### src/verilog/mem_ctrl_pkg.sv
////////////////////////////////////////////////////////////////////////////
// Widths, requester codes and request structs shared by every stage
// of the memory-side bus controller
////////////////////////////////////////////////////////////////////////////
package mem_ctrl_pkg;

   // Bus and line geometry
   localparam int BEAT_W         = 32;
   localparam int LINE_W         = 128;
   localparam int LINE_BYTES     = 16;
   localparam int BEATS_PER_LINE = 4;
   localparam int BEAT_CNT_W     = 2;

   // Byte offset in bits 3..0 and line index above it
   localparam int ADDR_W     = 16;
   localparam int OFFSET_W   = 4;
   localparam int RAM_LINES  = 64;
   localparam int LINE_IDX_W = 6;

   // Cycles from the read slot filling to the memory enable
   localparam int MEM_DELAY = 3;

   // One-hot requester code
   typedef logic [2:0] src_t;
   localparam src_t SRC_IC  = 3'b001;
   localparam src_t SRC_DC  = 3'b010;
   localparam src_t SRC_DMA = 3'b100;

   // 0..4 select 1, 2, 4, 8, 16 bytes; larger codes act as 16
   typedef logic [2:0] wr_len_t;

   typedef struct packed {
      logic [ADDR_W-1:0] addr;
      logic              rw;
      wr_len_t           wr_len;
      src_t              src;
   } bus_req_t;

   // Write beats sit low word first in data
   typedef struct packed {
      bus_req_t          req;
      logic [LINE_W-1:0] data;
   } mem_req_t;

endpackage
### src/verilog/bus_rx_stage.sv
////////////////////////////////////////////////////////////////////////////
// Bus receive stage that acknowledges a master and collects write beats
////////////////////////////////////////////////////////////////////////////
`timescale 1ns/1ps

module bus_rx_stage (
   input  logic                             bus_clk,
   input  logic                             rst,
   input  logic                             bus_req_valid,
   input  mem_ctrl_pkg::bus_req_t           bus_req,
   input  logic [mem_ctrl_pkg::BEAT_W-1:0]  bus_data_in,
   input  logic                             wr_slot_full,
   output logic                             ack_out,
   output logic                             rx_load,
   output mem_ctrl_pkg::mem_req_t           rx_req
);

   typedef enum logic [1:0] {
      RX_IDLE,
      RX_ACK,
      RX_DATA,
      RX_LOAD
   } rx_state_t;

   rx_state_t                               state;
   logic [mem_ctrl_pkg::BEAT_CNT_W-1:0]     beat_cnt;
   logic                                    accept;
   mem_ctrl_pkg::bus_req_t                  req_q;
   logic [mem_ctrl_pkg::LINE_W-1:0]         line_q;

   // Take a new request only when the write slot has room
   assign accept = (state == RX_IDLE) && bus_req_valid && !wr_slot_full;

   always_ff @(posedge bus_clk)
   begin
      if (rst)
      begin
         state    <= RX_IDLE;
         beat_cnt <= '0;
      end
      else
      begin
         case (state)
            RX_IDLE:
               if (accept)
                  state <= RX_ACK;
            RX_ACK:
            begin
               beat_cnt <= '0;
               // Reads carry no data beats
               state    <= req_q.rw ? RX_DATA : RX_LOAD;
            end
            RX_DATA:
            begin
               beat_cnt <= beat_cnt + 1'b1;
               if (beat_cnt == mem_ctrl_pkg::BEAT_CNT_W'(mem_ctrl_pkg::BEATS_PER_LINE - 1))
                  state <= RX_LOAD;
            end
            default:
               state <= RX_IDLE;
         endcase
      end
   end

   // Request fields and the write line
   always_ff @(posedge bus_clk)
   begin
      if (accept)
         req_q <= bus_req;
      if (state == RX_DATA)
         line_q[beat_cnt*mem_ctrl_pkg::BEAT_W +: mem_ctrl_pkg::BEAT_W] <= bus_data_in;
   end

   assign ack_out     = (state == RX_ACK);
   assign rx_load     = (state == RX_LOAD);
   assign rx_req.req  = req_q;
   assign rx_req.data = line_q;

endmodule

### config.mk
export PLATFORM = sky130hd
export DESIGN_NAME = bus_rx_stage
export DESIGN_NICKNAME = d
export VERILOG_FILES = /design/src/verilog/mem_ctrl_pkg.sv /design/src/verilog/bus_rx_stage.sv
export SDC_FILE = /design/constraint.sdc
export NUM_CORES = 1
export LEC_CHECK = 0
export ABC_AREA = 1
export BUFFER_PORTS_ARGS = -buffer_cell sky130_fd_sc_hd__buf_4
export CAP_MARGIN = 25
export CORE_AREA = 2 2 141 88
export CTS_CLUSTER_SIZE = 28
export DETAILED_ROUTE_END_ITERATION = 6
export DIE_AREA = 0 0 143 90
export GPL_TIMING_DRIVEN = 0
export PLACE_DENSITY_LB_ADDON = 0.1
export SYNTH_ARGS = -nofsm -noshare
export SYNTH_HDL_FRONTEND = slang
export SYNTH_SLANG_ARGS = --single-unit
### constraint.sdc
create_clock -name bus_clk -period 5.3 [get_ports bus_clk]
set_clock_uncertainty 0.15 [all_clocks]
set_input_delay 1.06 -clock bus_clk [delete_from_list [all_inputs] [get_ports bus_clk]]
set_output_delay 1.06 -clock bus_clk [all_outputs]
set_load 0.02 [all_outputs]
==> summary.txt <==
Status
  • Result of the run: finished clean

Floorplanning
  • Number of primary I/O pins: 212
  • Die outline width: 143 um
  • Std-Cell Rows: 31
  • Initial Util: 51.4%
  • Die Y: 90 um
  • Total Die Area: 12900 sq um
  • Area inside the core boundary: 11700 sq um

Clock tree
  • Resized Gates After CTS: 0
  • Largest buffer count on any clock path: 2
  • Clock-pin slew of the registers on the worst-case setup and hold paths: 0.06 ns
  • TritonCTS sink count: 155
  • CTS Root Cell: sky130_fd_sc_hd__clkbuf_16
  • Post-CTS setup buffer count: 0
  • TritonCTS clock tree: yes
  • Insertion delay of the later-clocked pin in the worst-skew pair: 0.42 ns
  • Inserted Clock Buffers: 17
  • CTS HTree Levels: 4
  • Number of hold buffers added after cts: 0

Synthesis
  • Post-synthesis sequential area ratio: 76.8%
  • Library cells used by synthesis: 22
  • Fraction of the mapped netlist area in compound gates: 0.458%
  • Synth Register Bits: 155
  • Dominant cell type by area after synthesis: sky130_fd_sc_hd__edfxtp_1
  • Share of cell area taken by muxes after synthesis: 0%
  • Number of nets in the synthesized netlist: 496
  • Synthesis warning total: 0
  • Avg Cell Area, Syn: 14.1 sq um
  • Xor and xnor fraction of the mapped netlist area: 0%
  • Top post-synthesis cells by area: sky130_fd_sc_hd__edfxtp_1, sky130_fd_sc_hd__nor2_1, sky130_fd_sc_hd__nor3_1
  • Mapped Area: 6000 sq um
  • Share of synthesized cell area in full adder, half adder and majority cells: 2.08%
  • Simple-gate portion of the synthesized area: 14.5%
  • Gate Count Post-Synth: 427
  • Area fraction of the dominant cell type after synthesis: 75.5%
  • Dominant combinational cell family by area after synthesis: simple AND/OR/NAND/NOR gates

Timing
  • Final cycle utilization of the critical path: 46.6%
  • Final TNS setup: 0 ns
  • Unrepaired setup endpoints after global routing: false
  • Number of failing setup endpoints in the final timing report: 0
  • Peak clock frequency supported by timing: 405 MHz
  • Worst path setup slack after routing: 2.83 ns
  • Post-layout minimum cycle time: 2.47 ns
  • Final hold violations: 0
  • Max Slew Vio Count: 0
  • Worst slew margin: 52.4%
  • Slew at the pin closest to its max-slew limit: 0.713 ns

Worst setup path
  • Maximum fanout encountered on the critical timing path: 4
  • Required time worst endpoint: 4.09 ns
  • Crit path arrival time: 1.26 ns
  • Beginning of the critical path: state[1]
  • Kind of capture point of the worst setup path: primary output
  • Critical path class: flop to primary output
  • Reg-to-reg setup timing slack: 3.22 ns
  • Origin of the critical flop-to-flop path: beat_cnt[0]
  • Critical Path Source Type: flop

Route
  • Vias per Instance: 5.04
  • DRC violations left: 0
  • Antenna-violating nets left: 0
  • Number of vias after detailed routing: 4235
  • Final routed wire length divided by cell count: 19.0 um
  • Initial DRC count: 411
  • Drt pass-1 iters: 5
  • Post-detailed-routing wire length: 16000 um

Power
  • Maximum resistive drop on vdd: 0.237 mV
  • PD cells: 415 nW/um^2
  • Leak: 0.00350 uW

Place
  • IO buf count: 211
  • DP HPWL: 11700 um
  • Placed Cells: 808
  • GPL Wtd Cong: 0.829
  • Placement-stage worst setup slack: 3.19 ns

Cells and area
  • Commonest non-fill, non-tap cell in the layout: sky130_fd_sc_hd__buf_4
  • Ant diodes: 0
  • Fraction of layout cells with a size suffix above 1: 43.3%
  • Most frequent cells in the layout: sky130_fd_sc_hd__buf_4, sky130_fd_sc_hd__edfxtp_1, sky130_fd_sc_hd__nor2_1
  • Net count, final: 731
  • Count of fill cells added during filler insertion: 822
  • End-of-flow core utilization: 72.7%
  • Layout Cells excl Fill: 840
  • Area growth from synthesis to layout: 41.3%

GRT
  • Total routing resource utilization after global routing: 25.6%
  • Residual overflow from global routing: 0
  • Largest net degree at the start of global routing: 25
  • Global-route wire length before repair: 24000 um
  • Number of global-route vias before repair: 4152
  • Initial antenna violation count: 0

Hold path
  • Worst min-delay path category: flop to flop
  • Worst Min Path Start: state[1]

Job
  • Max Cap Violations: 0
-- cell usage after synthesis (all sizes together) --
cell type and count:
a211oi 1, a21oi 3, buf 22, clkinv 1
dfxtp 4, edfxtp 151, ha 10, inv 47
nand2 44, nand3 7, nor2 71, nor3 64
o21ai 1, or2 1
-- layer usage --
| layer | up-vias | part of all wire (%) | GRT usage (%) | wire length, um |
|---|---|---|---|---|
| li1 | 1944 | - | - | - |
| met3 | 10 | 9.8 | 8.20 | 1570 |
| met5 | - | 0 | 0 | 0 |
| met2 | 200 | 44 | 35.6 | 6960 |
| met1 | 2081 | 46 | 39.4 | 7320 |
| met4 | 0 | 0.69 | 5.61 | 110 |
-- flip-flops by register name (all words and copies together) (netlist names) --
name and count:
line_q 128, rx_req 23, beat_cnt 2, state 2
-- worst max-delay path, stage by stage (launching register included) --
cell	delay, ns
sky130_fd_sc_hd__dfxtp_1	0.38
sky130_fd_sc_hd__inv_1	0.10
sky130_fd_sc_hd__ha_1	0.20
sky130_fd_sc_hd__buf_4	0.16
-- layout make-up --
type                       instances  area [sq um]  area share, %
inverter                          48           184           2.17
buffer                            22           180           2.12
timing repair buffer             216          1710           20.1
sequential                       155          4610           54.4
tap                              165           206           2.43
multi-input combinational        202          1030           12.1
clock inverter                    15           139           1.64
clock buffer                      17           425           5.01
-- path summary, 6_finish.rpt --
check,end,cells after the start
max,ack_out,3
min,state[1],4
max reg2reg,line_q[24],6
min reg2reg,state[1],4
-- report_power, final --
part / internal, uW / leakage (uW) / switching (uW)
sequential: 1500 / 0.00153 / 35.5
combinational: 298 / 0.00171 / 526
clock: 653 / 0.000270 / 513
-- logic make-up after synthesis --
logic type	after synthesis
adders and majority gates	10
buffers and inverters	70
AOI/OAI and AO/OA	5
and+or+nand+nor	187
DFF	155
-- stage by stage --
| stage | hold slack (ns) | cell area, sq um | power [uW] |
|---|---|---|---|
| detailed placement | 0.502 | 7920 | 2380 |
| CTS | 0.510 | 8490 | 3540 |
| floorplan | 0.421 | 6000 | 2050 |
| global placement | 0.452 | 7790 | 2330 |
| global route | 0.545 | 8490 | 3670 |
| finish | 0.531 | 8490 | 3520 |
Note: power is estimated with default switching activity, not from simulation.
