$ cat src/verilog/mem_ctrl_pkg.sv
////////////////////////////////////////////////////////////////////////////
// Widths, requester codes and request structs shared by every stage
// of the memory-side bus controller
////////////////////////////////////////////////////////////////////////////
package mem_ctrl_pkg;

   // Bus and line geometry
   localparam int BEAT_W         = 32;
   localparam int LINE_W         = 128;
   localparam int LINE_BYTES     = 16;
   localparam int BEATS_PER_LINE = 4;
   localparam int BEAT_CNT_W     = 2;

   // Byte offset in bits 3..0 and line index above it
   localparam int ADDR_W     = 16;
   localparam int OFFSET_W   = 4;
   localparam int RAM_LINES  = 64;
   localparam int LINE_IDX_W = 6;

   // Cycles from the read slot filling to the memory enable
   localparam int MEM_DELAY = 3;

   // One-hot requester code
   typedef logic [2:0] src_t;
   localparam src_t SRC_IC  = 3'b001;
   localparam src_t SRC_DC  = 3'b010;
   localparam src_t SRC_DMA = 3'b100;

   // 0..4 select 1, 2, 4, 8, 16 bytes; larger codes act as 16
   typedef logic [2:0] wr_len_t;

   typedef struct packed {
      logic [ADDR_W-1:0] addr;
      logic              rw;
      wr_len_t           wr_len;
      src_t              src;
   } bus_req_t;

   // Write beats sit low word first in data
   typedef struct packed {
      bus_req_t          req;
      logic [LINE_W-1:0] data;
   } mem_req_t;

endpackage
$ cat src/verilog/req_latch_stage.sv
////////////////////////////////////////////////////////////////////////////
// Write slot and read slot holding up to two accepted requests in order
////////////////////////////////////////////////////////////////////////////
`timescale 1ns/1ps

module req_latch_stage (
   input  logic                   bus_clk,
   input  logic                   rst,
   input  logic                   rx_load,
   input  mem_ctrl_pkg::mem_req_t rx_req,
   input  logic                   slot_done,
   output logic                   wr_slot_full,
   output logic                   rd_slot_valid,
   output mem_ctrl_pkg::mem_req_t rd_slot
);

   mem_ctrl_pkg::mem_req_t wr_slot;
   logic                   wr_valid;
   logic                   rd_valid;
   logic                   advance;

   // Read slot empty or being freed this cycle
   assign advance = wr_valid && (!rd_valid || slot_done);

   always_ff @(posedge bus_clk)
   begin
      if (rst)
      begin
         wr_valid <= 1'b0;
         rd_valid <= 1'b0;
      end
      else
      begin
         if (rx_load)
            wr_valid <= 1'b1;
         else if (advance)
            wr_valid <= 1'b0;

         if (advance)
            rd_valid <= 1'b1;
         else if (slot_done)
            rd_valid <= 1'b0;
      end
   end

   always_ff @(posedge bus_clk)
   begin
      if (rx_load)
         wr_slot <= rx_req;
      if (advance)
         rd_slot <= wr_slot;
   end

   assign wr_slot_full  = wr_valid;
   assign rd_slot_valid = rd_valid;

endmodule

$ cat config.mk
export PLATFORM = sky130hd
export DESIGN_NAME = req_latch_stage
export DESIGN_NICKNAME = d
export VERILOG_FILES = /design/src/verilog/mem_ctrl_pkg.sv /design/src/verilog/req_latch_stage.sv
export SDC_FILE = /design/constraint.sdc
export NUM_CORES = 1
export LEC_CHECK = 0
export BUFFER_PORTS_ARGS = -buffer_cell sky130_fd_sc_hd__buf_2
export CORE_ASPECT_RATIO = 0.8
export CORE_MARGIN = 2
export CORE_UTILIZATION = 49
export DETAILED_ROUTE_END_ITERATION = 10
export PLACE_DENSITY = 0.78
export SLEW_MARGIN = 0
export SYNTH_ARGS = -nofsm -noshare
export SYNTH_HDL_FRONTEND = slang
export SYNTH_SLANG_ARGS = --single-unit
$ cat constraint.sdc
create_clock -name bus_clk -period 3.2 [get_ports bus_clk]
set_input_delay 0.32 -clock bus_clk [delete_from_list [all_inputs] [get_ports bus_clk]]
set_output_delay 0.32 -clock bus_clk [all_outputs]
set_load 0.1 [all_outputs]
==> results of run 1 <==
path summary, 6_finish.rpt:
| path | slack [ns] | cells past startpoint | start | to |
|---|---|---|---|---|
| min | 0.12 | 3 | slot_done | wr_slot_full |
| max | 1.49 | 1 | wr_slot_full | wr_slot_full |
| max reg2reg | 1.52 | 3 | rd_slot_valid | rd_slot[132] |
| min reg2reg | 0.41 | 0 | wr_slot[107] | rd_slot[107] |
layout by cell type (no fill, tap or decap):
cell	n
buf_2	306
edfxtp_1	302
dlygate4sd3_1	152
clkbuf_16	29
clkinv_1	7
clkinv_2	6
bufinv_16	4
clkbuf_1	3
buf_12	3
diode_2	2
buf_4	2
dfxtp_1	2
nand2b_4	1
and2_4	1
inv_1	1
a21oi_1	1
nand2b_1	1
o31ai_2	1
inv_6	1
buf_6	1
report_power, final:
part | internal, W | switching (W) | leakage [nW] | total, W
clock | 0.00197 | 0.00135 | 0.456 | 0.00331
sequential | 0.00470 | 0.0000825 | 2.91 | 0.00478
combinational | 0.000263 | 0.000922 | 1.90 | 0.00119
cell families after synthesis:
logic type | share of synthesized area
AO/OA/AOI/OAI | 0.001912
AND/OR/NAND/NOR | 0.003006
flip-flops | 0.9947
buffers and inverters | 0.0004095
metrics by stage:
| stage | instance area (µm²) | hold WS (ns) | total power [W] | util | instances |
|---|---|---|---|---|---|
| global route | 13540 | 0.1150 | 0.009548 | 0.7431 | 1079 |
| global placement | 11090 | 0.4002 | 0.005855 | 0.6088 | 875 |
| CTS | 13530 | 0.003734 | 0.009303 | 0.7423 | 1076 |
| floorplan | 9159 | 0.3891 | 0.005600 | - | 310 |
| detailed placement | 11090 | 0.4045 | 0.005884 | 0.6088 | 875 |
| finish | 13540 | 0.1174 | 0.009277 | 0.7431 | 1079 |
area by class of cell:
class,instances,share of cell area
Sequential cell,304,0.6726
Timing Repair Buffer,464,0.2318
Clock buffer,32,0.05442
Tap cell,253,0.02338
Clock inverter,18,0.01367
Multi-Input combinational cell,5,0.003419
Antenna cell,2,0.0003696
Inverter,1,0.0002772
metal layers:
metal	part of all wire	global-route usage	vias up
met4	0.030	0.07016	0
met2	0.51	0.3671	290
li1	-	-	2256
met3	0.084	0.05643	50
met5	0	0	-
met1	0.37	0.2471	2451
state kept, by name (all words and copies together) (netlist names):
name and flops:
rd_slot_valid 1, wr_slot_full 1, rd_slot 151, wr_slot 151
cell usage after synthesis, drive strengths merged:
cell,n,area share
o31ai,1,0.0014
inv,1,0.00041
and2,1,0.00082
dfxtp,2,0.0044
a21oi,1,0.00055
edfxtp,302,0.99
nand2b,2,0.0022
==> impl_metrics.toml, run 1 <==
[die]
chipWidth_um = 156.8
chipHeight_um = 126.3
start_util = 0.5025
io_pins = 308
core.rowCount = 44
core_um2 = 18220
fp.dieArea_um2 = 19810

[detailed_routing]
drtAntennaViolNets = 0
drc = 0
wl_per_cell_um = 19.40
drt_wl_total_um = 20930
dr_total_vias = 5047
drt_iter0_markers = 304
first_pass_iters = 4
via_per_inst = 4.677

[timing]
fin_setup_tns_ns = 0
hold_viol_final = 0
slew_headroom = 0.6054
worst_pin_slew_ns = 0.5919
skew_ns = 0.01426
setup_slack_ns = 1.488
post-route-min-period_ns = 1.712
fmax_mhz = 584.1
finalMaxSlewViolations = 0
rsz0062_at_grt = "no"
fin_crit_sh = 0.5350
setup_viol = 0

[global_route]
grt_max_degree = 65
grt_pass1_vias = 5472
grt_pass1_wl_um = 30300
gr-total-overflow = 0
track_usage = 0.2078
antenna_found_initial = 2

[clocking]
cts_sinks = 304
h-tree-depth = 1
clock_latency_ns = 0.52
cts_made_buffers = 28
post_cts_buffers = 0
cts_root_buffer = "clkbuf_16"
cts_tree = "built"
cts_hold_buf = 151
clk_path_buf_depth = 3
cts_resized = 0
cts.clk_slew.worst_paths_ns = 0.06

[layout]
area_growth_pct = 47.87
fillers = 970
layout-drive-gt1-share = 0.4308
finalNetCount = 959
seq_area_um2 = 9109
multiInputGateArea_um2 = 46.29

[job]
drv_cap = 0

[synthesis]
ys_seq_area_frac = 0.9947
synth_cells = 310
syn-cell-area_um2 = 9158
post_synth_num_cell_types = 8
synth.avg_cell_area_um2 = 29.54
syn-num-nets = 465
yosysWarnings = 0
ys_seq_elements = 304

[setup_path]
worst-path-buf-inv = 1
crit_required_ns = 2.88
critical_path.max_stage_delay_ns = 0.47
path_class = "register to output port"
worstPathArrival_ns = 1.39
cp_top_family = "buffers and inverters"
end_kind = "output port"
crit_path_max_fanout = 3
crit_path_start_kind = "register"
crit_slowest_cell = "buf_2"
crit_chain = "buf_2"

[placed_design]
place_ws_ns = 1.444
dpl.hpwl_um = 11560
io_buffers = 307
place_congestion = 0.7630

[power]
p_per_area_nw_per_um2 = 685.1
ir_drop_mv = 0.4910
leakage_nw = 5.270

[hold_path]
hold_path_class = "input port to register"

[outcome]
status = "complete, no violations"
Note: power is estimated with default switching activity, not from simulation.
==> run 2: changes to the inputs <==
CORE_UTILIZATION = 45   (was 49)
PLACE_DENSITY = 0.75   (was 0.78)
clock period = 1.5 ns   (was 3.2 ns; I/O delays follow)
==> impl_metrics.toml, run 2 (same netlist as run 1, synthesis figures left out) <==
[placed_design]
dpl.cell_count = 893
io_buffers = 307
placed_cell_area_um2 = 11190
place_congestion = 0.7454
dpl.hpwl_um = 11970

[setup_path]
critical_path.max_stage_delay_ns = 0.44
crit_required_ns = 1.35
crit_path_start_kind = "register"
reg2reg_depth = 3
crit_slowest_cell = "buf_2"
path_class = "register to output port"
cp-startpoint = "rd_slot[99]"
crit_path_max_fanout = 1
worstPathArrival_ns = 1.31
worst-path-buf-inv = 1
end_kind = "output port"
crit_chain = "buf_2"
r2r_start = "rd_slot_valid"
crit_cells = 1
cp_top_family = "buffers and inverters"

[detailed_routing]
first_pass_iters = 5
dr_total_vias = 5004
drtAntennaViolNets = 0
drt_wl_total_um = 19670
wl_per_cell_um = 17.88
drt_iter0_markers = 345
via_per_inst = 4.549
drc = 0

[hold_path]
hold_path_depth = 2
min_from = "rx_req[20]"
hold_path_class = "input port to register"

[global_route]
track_usage = 0.1758
gr-total-overflow = 0
antenna_found_initial = 0
grt_max_degree = 50
grt_pass1_wl_um = 28660
grt_pass1_vias = 5359

[timing]
post-route-min-period_ns = 1.458
setup_viol = 0
fmax_mhz = 686.0
rsz0062_at_grt = "no"
finalMaxSlewViolations = 0
slew_headroom = 0.6551
skew_ns = 0.01066
fin_crit_sh = 0.9718
fin_setup_tns_ns = 0
worst_pin_slew_ns = 0.5210
hold_viol_final = 0

[power]
internal_power_w = 0.01519
netSwitchingFraction = 0.2481
ir_drop_mv = 1.037
total_power_w = 0.02020
p_per_area_nw_per_um2 = 1466
leakage_nw = 5.365
p_sw_w = 0.005012
combPwrFrac = 0.127
seq_power_share = 0.504
clkPwrFrac = 0.369

[clocking]
cts_made_buffers = 28
h-tree-depth = 1
clock_latency_ns = 0.52
cts_root_buffer = "clkbuf_16"
cts_tree = "built"
clk_path_buf_depth = 3
cts_sinks = 304
post_cts_buffers = 0
cts.clk_slew.worst_paths_ns = 0.07

[die]
io_pins = 308
chipHeight_um = 131.6
start_util = 0.4599
fp.dieArea_um2 = 21510
chipWidth_um = 163.5
core_um2 = 19910
core.rowCount = 46

[layout]
layout-drive-gt1-share = 0.4390
finalNetCount = 969
multiInputGateArea_um2 = 46.29
area_growth_pct = 50.46
postLayoutCellArea_um2 = 13780
n_antenna_cell = 0
instances_no_fill = 1100
fillers = 1216
layout_commonest_cell = "edfxtp_1"
seq_area_um2 = 9116
final_cell_mix = "302 x edfxtp_1, 288 x buf_2, 155 x dlygate4sd3_1"
reg_top3 = "rd_slot (151), wr_slot (151)"

[outcome]
status = "complete, no violations"

[job]
drv_cap = 0
-- run 2: cell count changes in the layout (fill, tap and decap cells not counted), moves of 3 or more --
| cell | change |
|---|---|
| buf_2 | -18 |
| dlygate4sd3_1 | +3 |
| buf_4 | +6 |
| clkinv_1 | -3 |
| clkbuf_4 | +17 |
-- run 2: area by class of cell --
type / count / area share
Sequential cell: 304 / 0.6616
Tap cell: 264 / 0.02397
Timing Repair Buffer: 474 / 0.2389
Clock buffer: 34 / 0.05403
Inverter: 1 / 0.0002724
Multi-Input combinational cell: 5 / 0.003360
Clock inverter: 18 / 0.01780
-- run 2: power groups by stage --
| stage | clock [W] | combinational, W | sequential, W |
|---|---|---|---|
| final | 0.00746 | 0.00257 | 0.0102 |
| after detailed placement | 0 | 0.00223 | 0.0104 |
| after global routing | 0.00797 | 0.00265 | 0.0102 |
| after floorplan | 0 | 0.0000763 | 0.0119 |
| after CTS | 0.00760 | 0.00255 | 0.0102 |
| after global placement | 0 | 0.00220 | 0.0103 |
-- run 2: final timing paths --
path	slack [ns]	end
setup / recovery	0.04	rd_slot[99]
hold / removal	0.33	wr_slot[20]
setup reg to reg	0.15	rd_slot[128]
hold reg to reg	0.42	rd_slot[29]
-- run 2: per-layer routing --
metal / up-vias / share of wire / routed length (µm) / track usage
li1: 2278 / - / - / -
met1: 2407 / 0.37 / 7208 / 0.1980
met2: 269 / 0.52 / 10230 / 0.3188
met3: 50 / 0.085 / 1665 / 0.05082
met4: 0 / 0.029 / 567 / 0.05848
met5: - / 0 / 0 / 0
-- run 2: per-stage QoR --
stage          hold slack, ns    util  setup slack [ns]
2_1_floorplan          0.2094       -           -0.6038
3_3_place_gp           0.3265  0.5620            0.2065
3_5_place_dp           0.3281  0.5620            0.1725
4_1_cts                0.3094  0.6897         0.0009057
5_1_grt                0.3114  0.6919          0.001905
6_report               0.3293  0.6919           0.04224
-- run 2: what timing repair did --
item / in CTS / in global routing
hold buffers: 155 / 0
setup endpoints to repair: 1 / 17
hold endpoints to repair: 165 / 0
gates resized for setup: 1 / 17
==> run 3: changes to the inputs <==
--- a/config.mk
+++ b/config.mk
@@ -13,3 +13,3 @@
 export PLACE_DENSITY = 0.75
-export SLEW_MARGIN = 0
+export SLEW_MARGIN = 20
 export SYNTH_ARGS = -nofsm -noshare
==> constraint.sdc (replaced) <==
create_clock -name bus_clk -period 1.5 [get_ports bus_clk]
set_input_delay 0.3 -clock bus_clk [delete_from_list [all_inputs] [get_ports bus_clk]]
set_output_delay 0.3 -clock bus_clk [all_outputs]
set_load 0.1 [all_outputs]
==> impl_metrics.toml, run 3 (same netlist as run 1, synthesis figures left out) <==
[layout]
fillers = 1155
layout-drive-gt1-share = 0.4441
seq_area_um2 = 9116
layout_commonest_cell = "edfxtp_1"
area_growth_pct = 55.87
finalNetCount = 983
final_cell_mix = "302 x edfxtp_1, 153 x buf_2, 152 x dlygate4sd3_1"
reg_top3 = "rd_slot (151), wr_slot (151)"
multiInputGateArea_um2 = 46.29
n_antenna_cell = 0

[die]
start_util = 0.4599
core.rowCount = 46
core_um2 = 19910
chipWidth_um = 163.5
chipHeight_um = 131.6
fp.dieArea_um2 = 21510
io_pins = 308

[timing]
setup_viol = 1
finalMaxSlewViolations = 0
setup_slack_ns = -0.01771
fin_setup_tns_ns = -0.01771
fmax_mhz = 658.9
fin_crit_sh = 1.012
hold_viol_final = 0
post-route-min-period_ns = 1.518
slew_headroom = 0.8063
skew_ns = 0.008537
rsz0062_at_grt = "yes"
worst_pin_slew_ns = 0.2906

[setup_path]
crit_path_max_fanout = 1
critical_path.max_stage_delay_ns = 0.37
end_kind = "output port"
crit_path_start_kind = "register"
worst-path-buf-inv = 1
crit_slowest_cell = "edfxtp_1"
path_class = "register to output port"
crit_chain = "buf_4"
crit_required_ns = 1.20
worstPathArrival_ns = 1.22
cp_top_family = "flip-flops"

[placed_design]
io_buffers = 307
place_ws_ns = 0.1171
dpl.hpwl_um = 12190
place_congestion = 0.7658

[outcome]
status = "finished, violations left"
violations = "setup timing"

[detailed_routing]
wl_per_cell_um = 18.40
drtAntennaViolNets = 0
via_per_inst = 4.551
dr_total_vias = 5065
first_pass_iters = 6
drt_iter0_markers = 312
drc = 0
drt_wl_total_um = 20480

[clocking]
cts_tree = "built"
clk_path_buf_depth = 3
cts.clk_slew.worst_paths_ns = 0.06
cts_root_buffer = "clkbuf_16"
h-tree-depth = 1
cts_sinks = 304
clock_latency_ns = 0.53
cts_made_buffers = 29
post_cts_buffers = 0

[global_route]
gr-total-overflow = 0
grt_pass1_wl_um = 29330
antenna_found_initial = 0
grt_max_degree = 40
track_usage = 0.1808
grt_pass1_vias = 5464

[power]
leakage_nw = 5.553
ir_drop_mv = 0.9505
p_per_area_nw_per_um2 = 1370
total_power_w = 0.01955

[hold_path]
hold_path_class = "input port to register"

[job]
drv_cap = 0
[run 3: layer usage]
layer,vias to the layer above,wire length [µm],GRT usage
met5,-,0,0
met4,0,776,0.06530
met3,58,1603,0.04735
met2,274,10390,0.3251
met1,2427,7703,0.2075
li1,2306,-,-
[run 3: worst paths after layout]
path	startpoint	endpoint	slack (ns)	cells past startpoint
worst max-delay path	rd_slot[69]	rd_slot[69]	-0.02	1
worst max register to register	rd_slot_valid	rd_slot[126]	0.20	4
worst min-delay path	slot_done	wr_slot_full	0.05	3
worst min register to register	wr_slot[106]	rd_slot[106]	0.42	0
[run 3: per-stage QoR]
step / utilization / hold slack [ns] / cells / cell area [µm²]
6_report: 0.7168 / 0.04940 / 1113 / 14270
3_5_place_dp: 0.5687 / 0.4045 / 909 / 11320
3_3_place_gp: 0.5687 / 0.4008 / 909 / 11320
2_1_floorplan: - / 0.3594 / 310 / 9166
5_1_grt: 0.7168 / 0.04280 / 1113 / 14270
4_1_cts: 0.7107 / 0.02305 / 1113 / 14150
[run 3: what timing repair did]
action	4_1_cts	5_1_grt
hold buffers	152	0
hold endpoints to repair	153	0
setup endpoints to repair	153	35
resized for setup	172	32
gates cloned	0	0
[run 3: layout make-up]
cell class                 instances  area share
sequential                       304      0.6387
timing repair buffer             487      0.2749
clock buffer                      37     0.05295
tap                              264     0.02314
clock inverter                    15    0.006837
multi-input combinational          5    0.003243
inverter                           1   0.0002630
[run 3: power by group]
group	total (W)	internal, W	switching (W)
Sequential	0.0102	0.0100	0.000188
Clock	0.00658	0.00371	0.00287
Combinational	0.00276	0.000785	0.00198
