==> config.mk <==
export PLATFORM = sky130hd
export DESIGN_NAME = mem_access_stage
export DESIGN_NICKNAME = d
export VERILOG_FILES = /design/src/verilog/mem_ctrl_pkg.sv /design/src/verilog/mem_access_stage.sv
export SDC_FILE = /design/constraint.sdc
export NUM_CORES = 1
export LEC_CHECK = 0
export BUFFER_PORTS_ARGS = -buffer_cell sky130_fd_sc_hd__buf_4
export CORE_AREA = 10 10 213 215
export CTS_CLUSTER_DIAMETER = 80
export DETAILED_ROUTE_END_ITERATION = 8
export DIE_AREA = 0 0 223 225
export MAX_ROUTING_LAYER = met4
export PLACE_DENSITY = 0.52
export SLEW_MARGIN = 0
export SYNTH_ARGS = -nofsm -noshare
export SYNTH_HDL_FRONTEND = slang
export SYNTH_SLANG_ARGS = --single-unit
==> constraint.sdc <==
create_clock -name bus_clk -period 5.9 [get_ports bus_clk]
set_input_delay 0.295 -clock bus_clk [delete_from_list [all_inputs] [get_ports bus_clk]]
set_output_delay 0.295 -clock bus_clk [all_outputs]
set_load 0.005 [all_outputs]
==> src/verilog/mem_ctrl_pkg.sv <==
////////////////////////////////////////////////////////////////////////////
// Widths, requester codes and request structs shared by every stage
// of the memory-side bus controller
////////////////////////////////////////////////////////////////////////////
package mem_ctrl_pkg;

   // Bus and line geometry
   localparam int BEAT_W         = 32;
   localparam int LINE_W         = 128;
   localparam int LINE_BYTES     = 16;
   localparam int BEATS_PER_LINE = 4;
   localparam int BEAT_CNT_W     = 2;

   // Byte offset in bits 3..0 and line index above it
   localparam int ADDR_W     = 16;
   localparam int OFFSET_W   = 4;
   localparam int RAM_LINES  = 64;
   localparam int LINE_IDX_W = 6;

   // Cycles from the read slot filling to the memory enable
   localparam int MEM_DELAY = 3;

   // One-hot requester code
   typedef logic [2:0] src_t;
   localparam src_t SRC_IC  = 3'b001;
   localparam src_t SRC_DC  = 3'b010;
   localparam src_t SRC_DMA = 3'b100;

   // 0..4 select 1, 2, 4, 8, 16 bytes; larger codes act as 16
   typedef logic [2:0] wr_len_t;

   typedef struct packed {
      logic [ADDR_W-1:0] addr;
      logic              rw;
      wr_len_t           wr_len;
      src_t              src;
   } bus_req_t;

   // Write beats sit low word first in data
   typedef struct packed {
      bus_req_t          req;
      logic [LINE_W-1:0] data;
   } mem_req_t;

endpackage
==> src/verilog/mem_access_stage.sv <==
////////////////////////////////////////////////////////////////////////////
// Memory access stage with a fixed delay timer, write alignment and byte
// enables toward the line memory
////////////////////////////////////////////////////////////////////////////
`timescale 1ns/1ps

module mem_access_stage (
   input  logic                                 bus_clk,
   input  logic                                 rst,
   input  logic                                 rd_slot_valid,
   input  mem_ctrl_pkg::mem_req_t               rd_slot,
   input  logic                                 slot_done,
   input  logic [mem_ctrl_pkg::LINE_W-1:0]      ram_rdata,
   output logic                                 ram_en,
   output logic                                 ram_we,
   output logic [mem_ctrl_pkg::LINE_IDX_W-1:0]  ram_idx,
   output logic [mem_ctrl_pkg::LINE_BYTES-1:0]  ram_be,
   output logic [mem_ctrl_pkg::LINE_W-1:0]      ram_wdata,
   output logic                                 line_ready,
   output logic [mem_ctrl_pkg::LINE_W-1:0]      line_data,
   output logic                                 wr_done
);

   localparam int TIMER_W = mem_ctrl_pkg::MEM_DELAY + 2;
   localparam int BE_W    = 2 * mem_ctrl_pkg::LINE_BYTES;

   logic [TIMER_W-1:0]                 mem_timer;
   logic [mem_ctrl_pkg::OFFSET_W-1:0]  offset;
   logic [5:0]                         len_bytes;
   logic [BE_W-1:0]                    be_wide;
   logic                               access_cyc;
   logic                               result_cyc;

   ////////////////////////////////////////////////////////////////////////////
   // Timer gains one set bit per cycle after the slot arrives
   ////////////////////////////////////////////////////////////////////////////
   always_ff @(posedge bus_clk)
   begin
      if (rst)
         mem_timer <= '0;
      else if (!rd_slot_valid || slot_done)
         mem_timer <= '0;
      else
         mem_timer <= {mem_timer[TIMER_W-2:0], 1'b1};
   end

   // Edges of the thermometer give single-cycle strobes
   assign access_cyc = rd_slot_valid && mem_timer[mem_ctrl_pkg::MEM_DELAY-1]
                       && !mem_timer[mem_ctrl_pkg::MEM_DELAY];
   assign result_cyc = rd_slot_valid && mem_timer[mem_ctrl_pkg::MEM_DELAY]
                       && !mem_timer[mem_ctrl_pkg::MEM_DELAY+1];

   ////////////////////////////////////////////////////////////////////////////
   // Write alignment
   ////////////////////////////////////////////////////////////////////////////
   assign offset = rd_slot.req.addr[mem_ctrl_pkg::OFFSET_W-1:0];

   always_comb
   begin
      case (rd_slot.req.wr_len)
         3'd0:    len_bytes = 6'd1;
         3'd1:    len_bytes = 6'd2;
         3'd2:    len_bytes = 6'd4;
         3'd3:    len_bytes = 6'd8;
         default: len_bytes = 6'd16;
      endcase
      be_wide = (BE_W'(1) << len_bytes) - 1'b1;
      // Bits past byte 15 are cut off at the line end
      be_wide = be_wide << offset;
   end

   assign ram_be    = be_wide[mem_ctrl_pkg::LINE_BYTES-1:0];
   assign ram_wdata = rd_slot.data << {offset, 3'b000};
   assign ram_idx   = rd_slot.req.addr[mem_ctrl_pkg::OFFSET_W +: mem_ctrl_pkg::LINE_IDX_W];

   assign ram_en     = access_cyc;
   assign ram_we     = access_cyc && rd_slot.req.rw;
   assign wr_done    = result_cyc && rd_slot.req.rw;
   assign line_ready = result_cyc && !rd_slot.req.rw;
   assign line_data  = ram_rdata;

endmodule

==> results.json, run 1 <==
{
  "clockRootBuffer": "clkbuf_16",
  "crit_arrival_ns": 3.26,
  "ant_nets": 0,
  "io_buffers": 287,
  "cp-start-kind": "input pin",
  "ys_seq_area_share_pct": 1.44,
  "synth_seq_cells": 5,
  "synth_area_sq_um": 6940,
  "critPathMaxFanout": 13,
  "worstSkewPairLatency_ns": 0.22,
  "place_ws_ns": 2.36,
  "synth_cells": 971,
  "post_cts_buffers": 0,
  "grt_first_pass_wirelength_mm": 50.3,
  "maxSlewViolCount": 0,
  "antenna_found_initial": 2,
  "final_common_cell": "buf_4",
  "cts_max_level": 1,
  "cts_tree": "built",
  "synth-async-reset-ratio_pct": 0,
  "cts_resized": 0,
  "totalWireLength_mm": 34.8,
  "ys_types": 64,
  "end_kind": "output pin",
  "ctsHoldBuffers": 0,
  "rsz0062_at_grt": "no",
  "io_pins": 565,
  "synth_ff_type": "dfxtp_1",
  "die_w_um": 223,
  "wl_per_cell_um": 21.9,
  "fp.dieH_um": 225,
  "p_per_area_nw_per_um2": 106,
  "post-dp-hpwl_mm": 27.4,
  "crit_type": "input pin to output pin",
  "slew_headroom_pct": 25.9,
  "cap_viol_max_count": 0,
  "dr.first_iter.drc_count": 405,
  "grt_pass1_vias": 7857,
  "largest_reg_flops": 5,
  "fin_nets": 1332,
  "drive_gt1_share_pct": 34.0,
  "setup_violations": 0,
  "track_usage_pct": 13.1,
  "min_period_ns": 3.56,
  "overflow": 0,
  "hold_viol": 0,
  "clk_path_buf_depth": 2,
  "reg_top3": "mem_timer: 5 flops",
  "synth_nets": 1256,
  "p_leak_uw": 0.00370,
  "setup_tns_ns": 0,
  "max_freq_mhz": 281,
  "numCtsBuffers": 3,
  "multi_input_area_sq_um": 5310,
  "vias_per_cell": 4.83,
  "clk_pin_slew_ns": 0.03,
  "firstDrtPassIters": 5,
  "largest-register": "mem_timer",
  "fin_crit_sh_pct": 60.3,
  "wl_met3_mm": 2.70,
  "outcome": "completed",
  "finalClockSkew_ns": 0.0000826,
  "netlist_top_cells_area": "mux2i_1 (22%), buf_4 (16%), a21oi_1 (6.4%), mux4_2 (6.2%), a211oi_1 (5.4%)",
  "synth_edf_count": 0,
  "area_delta_synth_final_pct": 21.5,
  "initial_core_util_pct": 16.8,
  "peakVddDrop_uv": 175,
  "vias": 7663,
  "timing.final.ws_setup_ns": 2.34,
  "grt_max_degree": 100,
  "core.rowCount": 75,
  "drc_errors": 0,
  "dr_wl_met2_mm": 15.8,
  "syn-mean-instance-area_sq_um": 7.15,
  "clkSinkCount": 5,
  "gp_congestion": 0.874,
  "synth_largest_area_cell": "mux2i_1",
  "synth_top_area_share_pct": 22.5,
  "met1_length_mm": 15.0,
  "yosysWarnings": 0,
  "highest_layer": "met4",
  "crit_required_ns": 5.61,
  "final_cell_mix": "buf_4 (293), mux2i_1 (156), a21oi_1 (89)",
  "coreArea_sq_um": 41400,
  "dieArea_sq_um": 50200,
  "regArea_sq_um": 100,
  "tightest_slew_ns": 1.11,
  "min_path_type": "input pin to flop",
  "n_fill_cell": 4679
}
-- where the power goes --
part / switching [uW] / internal (uW)
clock: 20.9 / 89.4
combinational: 399 / 349
sequential: 0.0574 / 34.4
total: 420 / 473
-- synth_stat cells (5+ instances only) --
cell type,number
clkbuf_1,31
buf_4,152
dfxtp_1,5
o22ai_1,13
nor3_1,24
and2_1,46
nor3b_1,5
nand3_1,6
nor2b_1,42
nand2_1,73
mux2i_1,156
buf_6,10
o21ai_0,27
buf_2,28
mux4_2,19
nor2_1,76
a21oi_1,89
a311oi_1,16
a211oi_1,50
mux2_2,16
o21ai_1,12
a211o_1,7
-- stage by stage --
step / total power [uW] / std cells / util, % / hold slack (ns) / area (sq um)
after floorplan: 523 / 971 / - / 0.400 / 6940
after global placement: 790 / 1581 / 20.2 / 0.418 / 8350
after detailed placement: 793 / 1581 / 20.2 / 0.413 / 8350
after CTS: 907 / 1585 / 20.4 / 0.277 / 8430
after global routing: 971 / 1585 / 20.4 / 0.300 / 8430
final: 893 / 1586 / 20.4 / 0.277 / 8430
-- worst max-delay path: stages --
cell       delay [ns]
buf_4            0.17
inv_1            0.09
nand3_1          0.08
ha_1             0.38
and2b_1          0.30
inv_2            0.15
ha_1             0.48
nor2b_1          0.29
nor4b_1          0.43
a2111oi_2        0.09
or2_1            0.24
o2bb2ai_1        0.12
buf_4            0.13
-- path summary, 6_finish.rpt --
kind              cells past startpoint         start           end  slack [ns]
setup / recovery                     13  rd_slot[133]    ram_be[12]        2.34
hold / removal                        2           rst  mem_timer[0]        0.28
setup reg to reg                      1  mem_timer[3]  mem_timer[4]        5.35
hold reg to reg                       1  mem_timer[0]  mem_timer[1]        0.43
-- layer usage --
layer,track usage (%),vias up
met1,16.0,3678
met3,3.50,90
met2,20.4,367
li1,-,3528
met5,-,-
met4,4.95,0
-- cell families after synthesis --
| logic type | synth area share [%] |
|---|---|
| AOI/OAI and AO/OA | 23.3 |
| adders and majority gates | 0.360 |
| DFF | 1.44 |
| buffers and inverters | 22.3 |
| and+or+nand+nor | 21.2 |
| xor gates and xnor gates | 0.234 |
| muxes | 31.3 |
-- cell type report --
cell class                 instances  share of cell area [%]
tap                              539                    8.00
sequential                         5                    1.19
antenna                            1                  0.0297
clock buffer                       4                   0.935
timing repair buffer             296                    26.6
multi-input combinational        735                    62.9
inverter                           6                   0.312
(Power assumes the default switching activity.)
==> run 2, diff against run 1 <==
--- a/config.mk
+++ b/config.mk
@@ -11,7 +11,7 @@
 export DETAILED_ROUTE_END_ITERATION = 8
 export DIE_AREA = 0 0 223 225
 export MAX_ROUTING_LAYER = met4
-export PLACE_DENSITY = 0.52
+export PLACE_DENSITY = 0.54
 export SLEW_MARGIN = 0
 export SYNTH_ARGS = -nofsm -noshare
 export SYNTH_HDL_FRONTEND = slang
==> constraint.sdc (replaced) <==
create_clock -name bus_clk -period 2.9 [get_ports bus_clk]
set_input_delay 0.145 -clock bus_clk [delete_from_list [all_inputs] [get_ports bus_clk]]
set_output_delay 0.145 -clock bus_clk [all_outputs]
set_load 0.005 [all_outputs]
==> results.json, run 2 (synthesized netlist as in run 1, its figures left out) <==
{
  "power_uw": 1880,
  "setup_violations": 0,
  "crit_top_cell": "buf_4",
  "worst_hold_slack_ns": 0.135,
  "instances_no_fill": 1621,
  "peakVddDrop_uv": 241,
  "area_delta_synth_final_pct": 26.3,
  "path_cells": "buf_4 > inv_1 > nand3_1 > ha_1 > and2b_2 > inv_2 > ha_1 > buf_4 > nor2b_1 > mux2_2 > o31a_1 > a211oi_2 > buf_4",
  "coreArea_sq_um": 41400,
  "max_freq_mhz": 366,
  "grt_max_degree": 62,
  "grt_pass1_vias": 8046,
  "ant_nets": 0,
  "largest_reg_flops": 5,
  "cp-start-kind": "input pin",
  "ff2ff_path_depth": 1,
  "worstSkewPairLatency_ns": 0.23,
  "dr.first_iter.drc_count": 656,
  "wl_per_cell_um": 22.8,
  "clockRootBuffer": "clkbuf_16",
  "min_period_ns": 2.73,
  "fp.dieH_um": 225,
  "fin_crit_sh_pct": 94.3,
  "finalClockSkew_ns": 0.00124,
  "clk_pin_slew_ns": 0.03,
  "vias_per_cell": 4.80,
  "crit_buf_inv": 5,
  "crit_arrival_ns": 2.59,
  "core.rowCount": 75,
  "dieArea_sq_um": 50200,
  "clk_path_buf_depth": 2,
  "grt_first_pass_wirelength_mm": 52.8,
  "maxSlewViolCount": 0,
  "post_cts_buffers": 0,
  "largest-register": "mem_timer",
  "die_w_um": 223,
  "critical_path_depth": 13,
  "crit_slowest_cell": "mux2_2",
  "crit_family": "buffers and inverters",
  "p_per_area_nw_per_um2": 215,
  "finish.instance_area_sq_um": 8770,
  "rsz0062_at_grt": "yes",
  "overflow": 0,
  "firstDrtPassIters": 5,
  "initial_core_util_pct": 16.8,
  "p_leak_uw": 0.00388,
  "hold_viol": 0,
  "min_to": "mem_timer[0]",
  "regToRegStartpoint": "mem_timer[3]",
  "io_pins": 565,
  "hp-start": "slot_done",
  "post-dp-hpwl_mm": 30.3,
  "drive_gt1_share_pct": 36.3,
  "final_common_cell": "buf_4",
  "clkSinkCount": 5,
  "cap_viol_max_count": 0,
  "tightest_slew_ns": 0.597,
  "totalWireLength_mm": 37.0,
  "antenna_found_initial": 7,
  "min_path_cells": 2,
  "crit_required_ns": 2.76,
  "reg_top3": "mem_timer: 5 flops",
  "cpPeakStageDelay_ns": 0.33,
  "end_kind": "output pin",
  "drc_errors": 0,
  "min_path_type": "input pin to flop",
  "fin_nets": 1363,
  "postLayoutCoreUtil_pct": 21.2,
  "reg2reg_to": "mem_timer[4]",
  "slew_headroom_pct": 60.2,
  "cts_max_level": 1,
  "gp_congestion": 0.895,
  "outcome": "completed",
  "crit_type": "input pin to output pin",
  "cts_tree": "built",
  "final_cell_mix": "buf_4 (318), mux2i_1 (156), a21oi_1 (89)",
  "dpl_cell_area_sq_um": 8660,
  "io_buffers": 287,
  "numCtsBuffers": 3,
  "critPathMaxFanout": 11,
  "vias": 7777,
  "placed_cells": 1612,
  "rrSetupSlack_ns": 2.35,
  "track_usage_pct": 14.0
}
==> run 2: cell types whose count changed in the layout (fill, tap and decap cells not counted), sizes merged <==
cell   delta
buf      +31
diode     +4
==> run 2: metal layers <==
metal | wire length [um] | share of wire [%] | up-vias | GRT usage, %
met2 | 16900 | 46 | 397 | 22.1
met3 | 3450 | 9.3 | 98 | 4.82
met1 | 15100 | 41 | 3672 | 16.0
met5 | 0 | 0 | - | -
met4 | 1470 | 4.0 | 0 | 5.41
li1 | - | - | 3610 | -
==> run 2: repair_timing <==
action,CTS,global route
gates resized for setup,0,4
setup endpoints to repair,0,8
hold buffers,0,0
==> run 2: layout make-up <==
type | count | area (sq um)
clock buffers | 4 | 78.8
inverters | 6 | 26.3
well taps | 539 | 674
fillers | 4654 | 32600
multi-input cells | 735 | 5320
flip-flops and latches | 5 | 100
diodes | 5 | 12.5
repair buffers | 327 | 2550
==> run 2: through the flow <==
step | setup WS (ns) | setup TNS (ns)
3_3_place_gp | 0.113 | 0
6_report | 0.166 | 0
3_5_place_dp | 0.0705 | 0
2_1_floorplan | 0.604 | 0
4_1_cts | 0.0614 | 0
5_1_grt | -0.0126 | -0.0126
==> run 2: where the power goes <==
group | internal (uW) | switching (uW) | total (uW)
Sequential | 69.9 | 0.156 | 70.1
Clock | 182 | 45.7 | 228
Combinational | 747 | 837 | 1580
==> run 2: worst max path at each step <==
stage                             to         start  slack [ns]
after floorplan           ram_be[15]  rd_slot[131]        0.60
after global placement    ram_be[14]  rd_slot[131]        0.11
after detailed placement  ram_be[14]  rd_slot[131]        0.07
after CTS                 ram_be[14]  rd_slot[131]        0.06
after global routing      ram_be[15]  rd_slot[131]       -0.01
final                     ram_be[13]  rd_slot[131]        0.17
==> run 3, diff against run 2 <==
--- a/config.mk
+++ b/config.mk
@@ -6,12 +6,12 @@
 export NUM_CORES = 1
 export LEC_CHECK = 0
 export BUFFER_PORTS_ARGS = -buffer_cell sky130_fd_sc_hd__buf_4
-export CORE_AREA = 10 10 213 215
+export CORE_AREA = 10 10 214 216
 export CTS_CLUSTER_DIAMETER = 80
 export DETAILED_ROUTE_END_ITERATION = 8
-export DIE_AREA = 0 0 223 225
+export DIE_AREA = 0 0 224 226
 export MAX_ROUTING_LAYER = met4
-export PLACE_DENSITY = 0.54
+export PLACE_DENSITY = 0.52
 export SLEW_MARGIN = 0
 export SYNTH_ARGS = -nofsm -noshare
 export SYNTH_HDL_FRONTEND = slang
==> constraint.sdc (replaced) <==
create_clock -name bus_clk -period 2.59 [get_ports bus_clk]
set_input_delay 0.1295 -clock bus_clk [delete_from_list [all_inputs] [get_ports bus_clk]]
set_output_delay 0.1295 -clock bus_clk [all_outputs]
set_load 0.005 [all_outputs]
==> results.json, run 3 (synthesized netlist as in run 1, its figures left out) <==
{
  "regArea_sq_um": 100,
  "vias": 7731,
  "grt_first_pass_wirelength_mm": 50.5,
  "cts_tree": "built",
  "gp_congestion": 0.900,
  "setup_violations": 0,
  "numCtsBuffers": 3,
  "slew_headroom_pct": 26.6,
  "rsz0062_at_grt": "no",
  "track_usage_pct": 13.3,
  "finalClockSkew_ns": 0.00171,
  "n_fill_cell": 4683,
  "post-dp-hpwl_mm": 27.8,
  "min_period_ns": 2.41,
  "initial_core_util_pct": 16.7,
  "min_path_type": "input pin to flop",
  "overflow": 0,
  "max_freq_mhz": 415,
  "crit_required_ns": 2.46,
  "maxSlewViolCount": 0,
  "p_int_uw": 1140,
  "outcome": "completed",
  "final_cell_mix": "buf_4 (318), mux2i_1 (156), a21oi_1 (89)",
  "fp.dieH_um": 226,
  "grt_pass1_vias": 8020,
  "vias_per_cell": 4.76,
  "crit_top_cell": "buf_4",
  "peakVddDrop_uv": 511,
  "finish.instance_area_sq_um": 8870,
  "antenna_found_initial": 4,
  "drive_gt1_share_pct": 36.4,
  "drc_errors": 0,
  "cpPeakStageDelay_ns": 0.29,
  "dpl_cell_area_sq_um": 8780,
  "total_switching_power_uw": 963,
  "crit_slowest_cell": "a41o_1",
  "p_leak_uw": 0.00393,
  "firstDrtPassIters": 5,
  "grt-busiest-layer": "met2",
  "crit_arrival_ns": 2.28,
  "p_per_area_nw_per_um2": 237,
  "critPathMaxFanout": 7,
  "setup_tns_ns": 0,
  "largest_reg_flops": 5,
  "comb_power_share_pct": 84.3,
  "cp-start-kind": "input pin",
  "dr.first_iter.drc_count": 334,
  "dieArea_sq_um": 50600,
  "clockRootBuffer": "clkbuf_16",
  "grt_use_met1_pct": 15.0,
  "pwr-share-seq_pct": 3.7,
  "reg_top3": "mem_timer: 5 flops",
  "io_pins": 565,
  "final_common_cell": "buf_4",
  "wl_per_cell_um": 21.5,
  "cts_max_level": 1,
  "totalWireLength_mm": 35.0,
  "fin_nets": 1369,
  "grt_use_met2_pct": 21.2,
  "end_kind": "output pin",
  "ant_nets": 0,
  "regToRegStartpoint": "mem_timer[3]",
  "crit_start": "rd_slot[133]",
  "use_met3_pct": 3.76,
  "core.rowCount": 75,
  "fin_crit_sh_pct": 93.0,
  "cap_viol_max_count": 0,
  "largest-register": "mem_timer",
  "p_sw_share_pct": 45.9,
  "crit_type": "input pin to output pin",
  "area_delta_synth_final_pct": 27.8,
  "clk_pin_slew_ns": 0.03,
  "hp-start": "slot_done",
  "clkSinkCount": 5,
  "worstSkewPairLatency_ns": 0.23,
  "clk_path_buf_depth": 2,
  "coreArea_sq_um": 41600,
  "die_w_um": 224,
  "hold_viol": 0,
  "path_cells": "buf_4 > inv_1 > nand3_1 > ha_1 > and2b_1 > inv_2 > ha_2 > buf_4 > nor4b_2 > o21ai_1 > a41o_1 > o22ai_2 > nor2b_1 > buf_4",
  "ctsHoldBuffers": 0,
  "p_clk_share_pct": 12.0,
  "grt_max_degree": 71,
  "multi_input_area_sq_um": 5310,
  "io_buffers": 287,
  "tightest_slew_ns": 1.10
}
## run 3: worst max-delay path: cells and delay by family
kind | cells | cell delay [ns]
AOI/OAI and AO/OA | 3 | 0.52
and+or+nand+nor | 4 | 0.66
adders and majority gates | 2 | 0.42
buffers and inverters | 5 | 0.53
## run 3: per-layer routing
layer | part of all wire, % | up-vias
met5 | 0 | -
met4 | 4.8 | 0
met3 | 8.1 | 95
met2 | 46 | 385
met1 | 41 | 3633
li1 | - | 3618
## run 3: path summary, 6_finish.rpt
kind | end | slack (ns) | cells past startpoint
min | mem_timer[0] | 0.11 | 2
max reg2reg | mem_timer[4] | 2.03 | 1
max | ram_be[4] | 0.18 | 14
min reg2reg | mem_timer[1] | 0.43 | 1
## run 3: stage by stage
stage | hold WS, ns | power (uW) | std cells | setup WS (ns) | utilization [%]
after CTS | 0.111 | 2130 | 1622 | 0.0991 | 21.3
final | 0.108 | 2100 | 1625 | 0.181 | 21.3
after global routing | 0.126 | 2270 | 1625 | 0.00619 | 21.3
after detailed placement | 0.259 | 1870 | 1618 | 0.103 | 21.1
after floorplan | 0.235 | 1190 | 971 | 0.325 | -
after global placement | 0.259 | 1860 | 1618 | 0.101 | 21.1
## run 3: what timing repair did
item / in CTS / in global routing
buffers inserted: 0 / 0
gates resized for setup: 0 / 1
setup endpoints to repair: 0 / 3
## run 3: final cells by class
class	count	share of cell area (%)
multi-input cells	735	59.9
repair buffers	333	30.1
well taps	539	7.60
flip-flops and latches	5	1.13
clock buffers	4	0.889
inverters	6	0.296
diodes	3	0.0847
## run 3: power by group through the flow
stage	combinational (uW)	clock (uW)	sequential, uW
after floorplan	1110	0	79.5
after global placement	1780	0	79.6
after detailed placement	1790	0	79.6
after CTS	1790	255	78.5
after global routing	1930	262	78.5
final	1770	251	78.5
